## src/fir_pkg.sv

```systemverilog
// FIR filter shared definitions
// Widths, AHB-Lite register map, bus codes and the types passed between blocks

package fir_pkg;

  // ****************************************
  // Widths
  // ****************************************
  localparam int NUM_TAPS = 4;
  localparam int DATA_W   = 16;
  localparam int ADDR_W   = 4;
  localparam int BYTE_W   = 8;
  // Product and partial sum, two guard bits for four taps
  localparam int PROD_W   = 2 * DATA_W;
  localparam int ACC_W    = PROD_W + $clog2(NUM_TAPS);

  typedef logic [DATA_W-1:0] word_t;
  typedef logic [ADDR_W-1:0] addr_t;
  typedef logic [PROD_W-1:0] prod_t;
  typedef logic [ACC_W-1:0]  acc_t;

  // ****************************************
  // Register map, byte addresses
  // ****************************************
  localparam addr_t ADDR_STATUS    = addr_t'(0);
  localparam addr_t ADDR_RESULT    = addr_t'(2);
  localparam addr_t ADDR_SAMPLE    = addr_t'(4);
  localparam addr_t ADDR_COEF_BASE = addr_t'(6);
  // First address past F3, so 14 and 15 stay unmapped
  localparam addr_t ADDR_COEF_END  = addr_t'(6 + 2 * NUM_TAPS);

  // Status word bits
  localparam int STATUS_BUSY_BIT = 0;
  localparam int STATUS_ERR_BIT  = 8;

  // Bus codes
  localparam logic [1:0] HTRANS_IDLE   = 2'b00;
  localparam logic [1:0] HTRANS_NONSEQ = 2'b10;
  localparam logic       HSIZE_BYTE    = 1'b0;
  localparam logic       HSIZE_HALF    = 1'b1;

  // Address-phase controls from the master
  typedef struct packed {
    logic       hsel;
    logic [1:0] htrans;
    addr_t      haddr;
    logic       hsize;
    logic       hwrite;
  } ahb_req_t;

  // New sample strobe with its value
  typedef struct packed {
    logic  valid;
    word_t data;
  } sample_beat_t;

  typedef word_t [NUM_TAPS-1:0] coef_bank_t;

endpackage

```

## src/fir_tap.sv

```systemverilog
// One stage of the transposed FIR pipeline
// Adds sample times coefficient to the partial sum from the next stage.
// The output stage presents its sum combinationally for the result register

`timescale 1ns/1ps

module fir_tap #(
  parameter bit COMB_OUT = 1'b0
) (
  input  logic                  tb_clk,
  input  logic                  rst_n,
  input  fir_pkg::sample_beat_t sample,
  input  fir_pkg::word_t        coef,
  input  fir_pkg::acc_t         acc_in,
  output fir_pkg::acc_t         acc_out
);
  import fir_pkg::*;

  prod_t prod;
  acc_t  sum;

  // Unsigned 16x16 multiply, then widen into the partial-sum range
  assign prod = sample.data * coef;
  assign sum  = acc_in + acc_t'(prod);

  generate
    if (COMB_OUT) begin : g_comb
      // Output stage, result block captures the sum
      assign acc_out = sum;
    end else begin : g_reg
      acc_t acc_q;

      // Partial sum uses the coefficient current at this sample
      always_ff @(posedge tb_clk) begin
        if (!rst_n) begin
          acc_q <= '0;
        end else if (sample.valid) begin
          acc_q <= sum;
        end
      end

      assign acc_out = acc_q;
    end
  endgenerate

  // Chain stays clean once out of reset
  a_acc_known: assert property (@(posedge tb_clk) disable iff (!rst_n)
    !$isunknown(acc_out));

endmodule

```

## src/fir_result.sv

```systemverilog
// FIR result stage
// Captures the top half of the filter sum from tap 0 on each new sample,
// flags overflow past 32 bits and reports busy while a sample is in flight

`timescale 1ns/1ps

module fir_result (
  input  logic           tb_clk,
  input  logic           rst_n,
  input  logic           sample_valid,
  input  fir_pkg::acc_t  acc,
  output fir_pkg::word_t result,
  output logic           busy,
  output logic           err
);
  import fir_pkg::*;

  word_t sum_hi;
  logic  sum_ovf;

  // ****************************************
  // Sum slicing
  // ****************************************
  // Bits 31:16 of the sum form the result
  assign sum_hi  = acc[PROD_W-1:DATA_W];

  // Any bit at or above 2^32 means overflow
  assign sum_ovf = |acc[ACC_W-1:PROD_W];

  // Result and err hold until the next sample
  always_ff @(posedge tb_clk) begin
    if (!rst_n) begin
      result <= '0;
      err    <= 1'b0;
    end else if (sample_valid) begin
      result <= sum_hi;
      err    <= sum_ovf;
    end
  end

  // Busy follows the registered sample strobe,
  // high only in the cycle before the result register loads
  assign busy = sample_valid;

  // Busy never stretches without a fresh sample
  a_busy_one_cycle: assert property (@(posedge tb_clk) disable iff (!rst_n)
    busy |=> (!busy || sample_valid));

endmodule

```

## src/ahb_fir_regs.sv

```systemverilog
// AHB-Lite slave register block for the FIR filter
// Decodes the data phase, applies byte-lane writes to sample and coefficients,
// builds hrdata and hresp, and strobes each new sample into the taps

`timescale 1ns/1ps

module ahb_fir_regs (
  input  logic                  tb_clk,
  input  logic                  rst_n,
  input  fir_pkg::ahb_req_t     ahb_req,
  input  fir_pkg::word_t        hwdata,
  input  fir_pkg::word_t        result,
  input  logic                  busy,
  input  logic                  err,
  output fir_pkg::word_t        hrdata,
  output logic                  hresp,
  output fir_pkg::sample_beat_t sample,
  output fir_pkg::coef_bank_t   coefs
);
  import fir_pkg::*;

  localparam int IDX_W = $clog2(NUM_TAPS);

  ahb_req_t         dp_q;
  logic             accept;
  logic             dp_active;
  addr_t            waddr;
  addr_t            coef_off;
  logic [IDX_W-1:0] coef_idx;
  logic             is_status;
  logic             is_result;
  logic             is_sample;
  logic             is_coef;
  logic             misaligned;
  logic             bad_access;
  logic             wr_ok;
  logic             lane_lo;
  logic             lane_hi;
  logic             sample_wr;
  logic             coef_wr;

  // Merge the selected byte lanes of a write into a register
  function automatic word_t merge_lanes(input word_t cur, input word_t wd,
                                        input logic lo, input logic hi);
    word_t res;
    res = cur;
    if (lo) res[BYTE_W-1:0] = wd[BYTE_W-1:0];
    if (hi) res[DATA_W-1:BYTE_W] = wd[DATA_W-1:BYTE_W];
    return res;
  endfunction

  // ****************************************
  // Address phase capture
  // ****************************************
  assign accept = ahb_req.hsel && (ahb_req.htrans != HTRANS_IDLE);

  // Idle cycles leave an empty data phase behind
  always_ff @(posedge tb_clk) begin
    if (!rst_n) begin
      dp_q <= '0;
    end else begin
      dp_q <= accept ? ahb_req : '0;
    end
  end

  assign dp_active = dp_q.hsel && (dp_q.htrans != HTRANS_IDLE);

  // ****************************************
  // Data phase decode
  // ****************************************
  // Halfword-aligned register address
  assign waddr    = {dp_q.haddr[ADDR_W-1:1], 1'b0};
  assign coef_off = addr_t'(waddr - ADDR_COEF_BASE);
  assign coef_idx = coef_off[IDX_W:1];

  assign is_status = (waddr == ADDR_STATUS);
  assign is_result = (waddr == ADDR_RESULT);
  assign is_sample = (waddr == ADDR_SAMPLE);
  assign is_coef   = (waddr >= ADDR_COEF_BASE) && (waddr < ADDR_COEF_END);

  assign misaligned = (dp_q.hsize == HSIZE_HALF) && dp_q.haddr[0];

  // Unmapped, misaligned, or a write to a read-only register
  assign bad_access = dp_active &&
                      (misaligned ||
                       !(is_status || is_result || is_sample || is_coef) ||
                       (dp_q.hwrite && (is_status || is_result)));
  assign hresp      = bad_access;

  assign wr_ok     = dp_active && dp_q.hwrite && !bad_access;
  assign sample_wr = wr_ok && is_sample;
  assign coef_wr   = wr_ok && is_coef;

  // Byte at even address hits the low lane, odd the high lane
  assign lane_lo = (dp_q.hsize == HSIZE_HALF) || !dp_q.haddr[0];
  assign lane_hi = (dp_q.hsize == HSIZE_HALF) || dp_q.haddr[0];

  // ****************************************
  // Sample and coefficient registers
  // ****************************************
  always_ff @(posedge tb_clk) begin
    if (!rst_n) begin
      sample <= '0;
      coefs  <= '0;
    end else begin
      // One-cycle strobe per accepted sample write
      sample.valid <= sample_wr;
      if (sample_wr) begin
        sample.data <= merge_lanes(sample.data, hwdata, lane_lo, lane_hi);
      end
      if (coef_wr) begin
        coefs[coef_idx] <= merge_lanes(coefs[coef_idx], hwdata, lane_lo, lane_hi);
      end
    end
  end

  // Read mux, live register contents so a read after a write sees new data
  always_comb begin
    hrdata = '0;
    if (dp_active && !dp_q.hwrite && !bad_access) begin
      if (is_status) begin
        hrdata[STATUS_BUSY_BIT] = busy;
        hrdata[STATUS_ERR_BIT]  = err;
      end else if (is_result) begin
        hrdata = result;
      end else if (is_sample) begin
        hrdata = sample.data;
      end else begin
        hrdata = coefs[coef_idx];
      end
    end
  end

  // Error response only in the data phase of an accepted transfer
  a_hresp_after_accept: assert property (@(posedge tb_clk) disable iff (!rst_n)
    hresp |-> $past(accept));

  // Back-to-back strobes need back-to-back sample writes
  a_valid_needs_writes: assert property (@(posedge tb_clk) disable iff (!rst_n)
    (sample.valid && $past(sample.valid)) |-> ($past(sample_wr) && $past(sample_wr, 2)));

endmodule

```

## src/ahb_fir_top.sv

```systemverilog
// AHB-Lite FIR filter top level
// Joins the register block, the chain of transposed tap stages and the
// result stage

`timescale 1ns/1ps

module ahb_fir_top (
  input  logic              tb_clk,
  input  logic              rst_n,
  input  fir_pkg::ahb_req_t ahb_req,
  input  fir_pkg::word_t    hwdata,
  output fir_pkg::word_t    hrdata,
  output logic              hresp
);
  import fir_pkg::*;

  sample_beat_t sample;
  coef_bank_t   coefs;
  word_t        result;
  logic         busy;
  logic         err;

  // Partial-sum chain, entry k is the output of tap k
  acc_t         acc_chain [NUM_TAPS+1];

  // Nothing feeds the last tap
  assign acc_chain[NUM_TAPS] = '0;

  // ****************************************
  // Bus slave and registers
  // ****************************************
  ahb_fir_regs u_regs (
    .tb_clk (tb_clk),
    .rst_n  (rst_n),
    .ahb_req(ahb_req),
    .hwdata (hwdata),
    .result (result),
    .busy   (busy),
    .err    (err),
    .hrdata (hrdata),
    .hresp  (hresp),
    .sample (sample),
    .coefs  (coefs)
  );

  // ****************************************
  // Tap stages, tap 0 drives the result
  // ****************************************
  for (genvar k = 0; k < NUM_TAPS; k++) begin : g_tap
    fir_tap #(
      .COMB_OUT(k == 0)
    ) u_tap (
      .tb_clk (tb_clk),
      .rst_n  (rst_n),
      .sample (sample),
      .coef   (coefs[k]),
      .acc_in (acc_chain[k+1]),
      .acc_out(acc_chain[k])
    );
  end

  fir_result u_result (
    .tb_clk      (tb_clk),
    .rst_n       (rst_n),
    .sample_valid(sample.valid),
    .acc         (acc_chain[0]),
    .result      (result),
    .busy        (busy),
    .err         (err)
  );

endmodule

```

## config.mk

```make
export PLATFORM = sky130hd
export DESIGN_NAME = ahb_fir_top
export DESIGN_NICKNAME = d
export VERILOG_FILES = /design/src/fir_pkg.sv /design/src/fir_tap.sv /design/src/fir_result.sv /design/src/ahb_fir_regs.sv /design/src/ahb_fir_top.sv
export SDC_FILE = /design/constraint.sdc
export NUM_CORES = 2
export LEC_CHECK = 0
export BUFFER_PORTS_ARGS = -buffer_cell sky130_fd_sc_hd__buf_2
export CAP_MARGIN = 10
export CORE_MARGIN = 4
export CORE_UTILIZATION = 40
export DETAILED_ROUTE_END_ITERATION = 12
export MAX_ROUTING_LAYER = met4
export PLACE_DENSITY = 0.61
export SETUP_SLACK_MARGIN = 0.1
export SYNTH_ARGS = -nofsm -noshare
export SYNTH_HDL_FRONTEND = slang
export SYNTH_HIERARCHICAL = 1
export SYNTH_SLANG_ARGS = --single-unit
```

## constraint.sdc

```tcl
create_clock -name tb_clk -period 7.35 [get_ports tb_clk]
set_input_delay 1.47 -clock tb_clk [delete_from_list [all_inputs] [get_ports tb_clk]]
set_output_delay 1.47 -clock tb_clk [all_outputs]
set_load 0.01 [all_outputs]
```

# [Yosys cells after proc, flatten, opt, wreduce, memory -nomap -nowiden]
# Index checks and enable logic that the tools add are counted.
[word_totals] reg_bits=207 input_bits=27 out_inout_bits=17 word_cells=80
[op_classes] n_addsub=4 multipliers=4 order_cmp=4 n_eq_ne=2 n_mux=18 n_reduce_logical=31
[ops] operator="$mul A16 B16 Y32" n=4
[ops] operator="$mux W16" n=5
[ops] operator="$add A34 B32 Y34" n=2
[ops] operator="$bwmux W64" n=1
[ops] operator="$mux W8" n=6
[ops] operator="$add A32 B32 Y33" n=1
[ops] operator="$bmux W16 S2" n=1
[ops] operator="$demux W16 S2" n=1
[ops] operator="$mux W7" n=2
[ops] operator="$logic_and A1 B1 Y1" n=13
[ops] operator="$logic_or A1 B1 Y1" n=7
[ops] operator="$reduce_and A2 Y1" n=3
[ops] operator="$ge A4 B3 Y1 const B" n=1
[ops] operator="$logic_not A1 Y1" n=4
[ops] operator="$logic_not A4 Y1" n=1
[ops] operator="$lt A4 B4 Y1 const B" n=1
[ops] operator="$reduce_bool A2 Y1" n=2
[ops] operator="$eq A3 B1 Y1 const B" n=1
[ops] operator="$eq A3 B2 Y1 const B" n=1
[ops] operator="$lt A2 B3 Y1 const B" n=1
[ops] operator="$sub A3 B3 Y3 const B" n=1
[ops] operator="$ge A2 B1 Y1 const B" n=1
[ops] operator="$mux W1" n=2
[ops] operator="$reduce_or A2 Y1" n=1

# [Longest topological paths before layout]
[logic_depth] word_depth=14 ltp_mapped=25

# [Modules after synthesis]
# The synthesis kept the hierarchy.
[by_module_without_submodules] mod="fir_tap (g_tap[3].u_tap)" n_inst=1 cells_per_inst=1285 area_each_um2=11063.1 seq_area_each_um2=680.7
[by_module_without_submodules] mod="fir_tap (g_tap[2].u_tap)" n_inst=1 cells_per_inst=1278 area_each_um2=10946.7 seq_area_each_um2=680.7
[by_module_without_submodules] mod="fir_tap (g_tap[1].u_tap)" n_inst=1 cells_per_inst=1269 area_each_um2=10820.4 seq_area_each_um2=680.7
[by_module_without_submodules] mod="fir_tap (g_tap[0].u_tap)" n_inst=1 cells_per_inst=1165 area_each_um2=9781.9 seq_area_each_um2=0.0
[by_module_without_submodules] mod="ahb_fir_regs" n_inst=1 cells_per_inst=368 area_each_um2=3995.1 seq_area_each_um2=1801.7
[by_module_without_submodules] mod="fir_result" n_inst=1 cells_per_inst=56 area_each_um2=658.1 seq_area_each_um2=340.3
[by_module_without_submodules] mod="ahb_fir_top" n_inst=1 cells_per_inst=1 area_each_um2=3.8 seq_area_each_um2=0.0

# [Worst setup path before layout]
# OpenSTA, ideal clock, no wires.
[synth_path] path_type="register -> register" from="register u_regs/sample[5] (netlist name)" to="register u_result.result[11]" setup_time_ns=0.116 arrival_time_ns=6.207 required_time_ns=7.234 setup_slack_ns=1.027 stages_incl_launch_ff=24 cell_sequence="dfxtp_1 -> clkbuf_1 -> nand2_1 -> fa_1 -> inv_1 -> fa_1 -> inv_1 -> fa_1 -> inv_1 -> fa_1 -> fa_1 -> inv_1 -> fa_1 -> inv_1 -> ha_1 -> a21oi_1 -> o21ai_0 -> or3b_2 -> o21ai_1 -> o31a_1 -> o21ai_0 -> xor2_1 -> mux2i_1 -> nor2b_1"
[synth_lines] element="end signal: assignment" line_no="fir_result.sv:36" text="result <= sum_hi;"
[synth_lines] element="end: declaration" line_no="fir_result.sv:12" text="output fir_pkg::word_t result,"

# [Worst setup path after layout]
[layout_path] from="register u_regs/sample[12] (netlist name)" to="register g_tap[2].u_tap.g_reg.acc_q[28]"
[layout_between] elab_chain_cells=2
[layout_rtl] element="$mul A16 B16 Y32" line_no="fir_tap.sv:23" text="assign prod = sample.data * coef;"
[layout_rtl] element="$add A32 B32 Y33" line_no="fir_tap.sv:24" text="assign sum = acc_in + acc_t'(prod);"
[layout_rtl] element="end signal: assignment" line_no="fir_tap.sv:38" text="acc_q <= sum;"
[layout_rtl] element="end: declaration" line_no="fir_tap.sv:31" text="acc_t acc_q;"
# No other way between the ends.
# A chain may end at the register's enable or synchronous reset.

==> impl_metrics.env <==
export IMPL_setup_slack_ns=0.4027
export IMPL_cts_buffers=28
export IMPL_r2r_end="g_tap[2].u_tap/acc_out[28]$_SDFFE_PN0P_"
export IMPL_ys_warn_count=6
export IMPL_grt_max_degree=66
export IMPL_netlist_area_sq_um=47090
export IMPL_worstSkewPairLatency_ns=0.63
export IMPL_cts_resized=0
export IMPL_die_w_microns=351.1
export IMPL_globalplace_congestion=0.9298
export IMPL_startpoint="u_regs/sample[12]$_SDFFE_PN0P_"
export IMPL_grt_ovfl_total=0
export IMPL_drive_above_1_share_pct=5.415
export IMPL_dr_pass1_iters=6
export IMPL_start_util_pct=40.42
export IMPL_holdWs_ns=0.4552
export IMPL_crit_path_top_delay_cell="dfxtp_2"
export IMPL_finalHoldViolCount=0
export IMPL_syn_avg_cell_area_sq_um=8.731
export IMPL_setup_violations=0
export IMPL_grt_pass1_wl_microns=217300
export IMPL_tritoncts="built"
export IMPL_dieArea_sq_um=123300
export IMPL_ff2ff_path_depth=18
export IMPL_path_buf_inv=2
export IMPL_drc=0
export IMPL_clockPowerShare_pct=53.9
export IMPL_multi_input_area_sq_um=36960
export IMPL_ir_drop_mv=0.1581
export IMPL_p_switching_mw=0.7672
export IMPL_end_kind="flip-flop"
export IMPL_cts_num_sinks=209
export IMPL_topRoutingLayerUsed="met4"
export IMPL_worst_path_stages=18
export IMPL_cts_buffer_depth=3
export IMPL_layout_area_seq_sq_um=4208
export IMPL_intPower_mw=2.069
export IMPL_avgRoutedWirePerCell_microns=19.52
export IMPL_num_vias=35840
export IMPL_min_period_over_period_pct=94.52
export IMPL_area_delta_synth_final_pct=7.280
export IMPL_critPathLaunchType="flip-flop"
export IMPL_maxCapViolCount=0
export IMPL_die_h_microns=351.1
export IMPL_synth_cells=5394
export IMPL_tightest_slew_ns=1.212
export IMPL_reg2reg_from="u_regs/sample[12]$_SDFFE_PN0P_"
export IMPL_wl_met1_microns=58010
export IMPL_max_freq_mhz=143.9
export IMPL_p_seq_share_pct=40.1
export IMPL_slew_headroom_pct=19.00
export IMPL_r2r_setup_slack_ns=0.40
export IMPL_required_ns=7.82
export IMPL_slew_viol_final=0
export IMPL_power_density_nw_per_um2=56.14
export IMPL_fin_worst_skew_ns=0.03050
export IMPL_wl_met2_microns=64480
export IMPL_totalWireLength_microns=135800
export IMPL_grt_pass1_vias=37990
export IMPL_status="complete, no violations"
export IMPL_first_iter_violations=2285
export IMPL_gr_usage_all_layers_pct=23.29
export IMPL_rsz0062_at_grt="false"
export IMPL_period_needed_ns=6.947
export IMPL_coreArea_sq_um=116500
export IMPL_dp_final_hpwl_microns=108600
export IMPL_root_buffer="clkbuf_16"
export IMPL_pin_count=44
export IMPL_rows=125
export IMPL_dr_wl_met3_microns=8413
export IMPL_cts_htree_levels=1
export IMPL_crit_path_frequent_cell="fa_1"
export IMPL_endpoint="g_tap[2].u_tap/acc_out[28]$_SDFFE_PN0P_"
export IMPL_num_fill_cells=11650
export IMPL_comb_power_share_pct=6.0
export IMPL_post_cts_buffers=0
export IMPL_dp_slack_ns=0.3345
export IMPL_p_sw_share_pct=27.05
export IMPL_portBuffers=43
export IMPL_leakage_nw=25.01
export IMPL_cts_clk_slew_worst_paths_ns=0.06
export IMPL_cpLargestDelayFamily="adder cells"
export IMPL_final_net_count=6770
export IMPL_tns_ns=0
export IMPL_path_cells="buf_4, nand2_1, fa_1, inv_1, fa_1, fa_1, fa_1, fa_1, fa_1, ha_1, a21oi_2, o21ai_0, a2111oi_1, o211ai_1, nand3_1, o21bai_1, xnor2_1, o21ai_0"
export IMPL_hold_class="flip-flop to flip-flop"
export IMPL_antenna_found_initial=3
export IMPL_slowest_delay_ns=0.86
export IMPL_crit_fanout=18
export IMPL_critPathArrivalTime_ns=7.42
export IMPL_critical_path_class="flip-flop to flip-flop"
export IMPL_hold_buffers=0
export IMPL_viasPerCell=5.154
export IMPL_ant_nets=0
-- cell usage in the layout (no fill, tap or decap), types with 15 or more instances in the layout --
| cell type | n |
|---|---|
| dfxtp_1 | 192 |
| mux2i_1 | 92 |
| o211ai_1 | 20 |
| mux4_2 | 16 |
| dfxtp_2 | 16 |
| buf_4 | 106 |
| clkbuf_16 | 29 |
| nand3_1 | 61 |
| and3_1 | 19 |
| nand4_1 | 25 |
| nor2_1 | 117 |
| o21bai_1 | 16 |
| buf_12 | 15 |
| xor2_1 | 27 |
| nand2_1 | 729 |
| and2_1 | 446 |
| o21ai_0 | 107 |
| ha_1 | 432 |
| o2bb2ai_1 | 64 |
| a21oi_1 | 136 |
| a21o_1 | 37 |
| a211oi_1 | 31 |
| buf_2 | 42 |
| fa_1 | 904 |
| xnor2_1 | 66 |
| nor2b_1 | 41 |
| o21a_1 | 23 |
| nor3_1 | 16 |
| inv_1 | 1369 |
| conb_1 | 34 |
| nand2b_1 | 18 |
-- final cells by class --
class                      instances  share of cell area [%]
multi-input combinational       3635                   73.15
antenna                            1                0.004953
sequential                       209                   8.329
inverter                        1370                   10.18
clock buffer                      35                   1.560
timing repair buffer             163                   2.585
tap                             1524                   3.774
clock inverter                    17                  0.4185
-- power by group through the flow --
stage | clock [mW] | combinational, mW | sequential, mW
final | 1.53 | 0.172 | 1.14
after global placement | 0 | 0.168 | 1.16
after global routing | 1.60 | 0.189 | 1.14
after floorplan | 0 | 0.116 | 1.16
after CTS | 1.56 | 0.170 | 1.14
after detailed placement | 0 | 0.168 | 1.16
-- worst min-delay path, delay by kind of cell (launching register included) --
kind               cells  cell delay (ns)
and+or+nand+nor        1             0.05
AOI/OAI and AO/OA      1             0.05
DFF                    1             0.32
-- state kept, by name, summed over array words and instances, names as in the netlist --
register and flops:
u_regs/dp_q 9, u_regs/coefs 64, u_result/result 16, g_tap.u_tap/acc_out 102, u_regs/sample 17, u_result/err 1
-- worst min-delay path by stage --
stage                                            start  cells past startpoint  slack (ns)                                      end
2_1_floorplan  g_tap[3].u_tap/acc_out[12]$_SDFFE_PN0P_                      2        0.42  g_tap[3].u_tap/acc_out[12]$_SDFFE_PN0P_
3_3_place_gp   g_tap[3].u_tap/acc_out[30]$_SDFFE_PN0P_                      2        0.44  g_tap[3].u_tap/acc_out[30]$_SDFFE_PN0P_
3_5_place_dp   g_tap[2].u_tap/acc_out[28]$_SDFFE_PN0P_                      2        0.45  g_tap[2].u_tap/acc_out[28]$_SDFFE_PN0P_
4_1_cts        g_tap[2].u_tap/acc_out[29]$_SDFFE_PN0P_                      2        0.46  g_tap[2].u_tap/acc_out[29]$_SDFFE_PN0P_
5_1_grt        g_tap[2].u_tap/acc_out[29]$_SDFFE_PN0P_                      2        0.47  g_tap[2].u_tap/acc_out[29]$_SDFFE_PN0P_
6_report       g_tap[2].u_tap/acc_out[28]$_SDFFE_PN0P_                      2        0.46  g_tap[2].u_tap/acc_out[28]$_SDFFE_PN0P_
-- per-layer routing --
layer	track usage, %	vias to the layer above
li1	-	16290
met1	30.23	18240
met2	38.23	1069
met3	3.155	246
met4	6.739	0
met5	-	-
-- per-stage QoR --
| stage | util [%] | cells | total power, mW | cell area [sq um] |
|---|---|---|---|---|
| 2_1_floorplan | - | 5427 | 1.277 | 47220 |
| 3_3_place_gp | 42.50 | 6901 | 1.330 | 49520 |
| 3_5_place_dp | 42.50 | 6901 | 1.330 | 49520 |
| 4_1_cts | 43.36 | 6953 | 2.864 | 50520 |
| 5_1_grt | 43.36 | 6954 | 2.924 | 50520 |
| 6_report | 43.36 | 6954 | 2.836 | 50520 |
(Power assumes the default switching activity.)
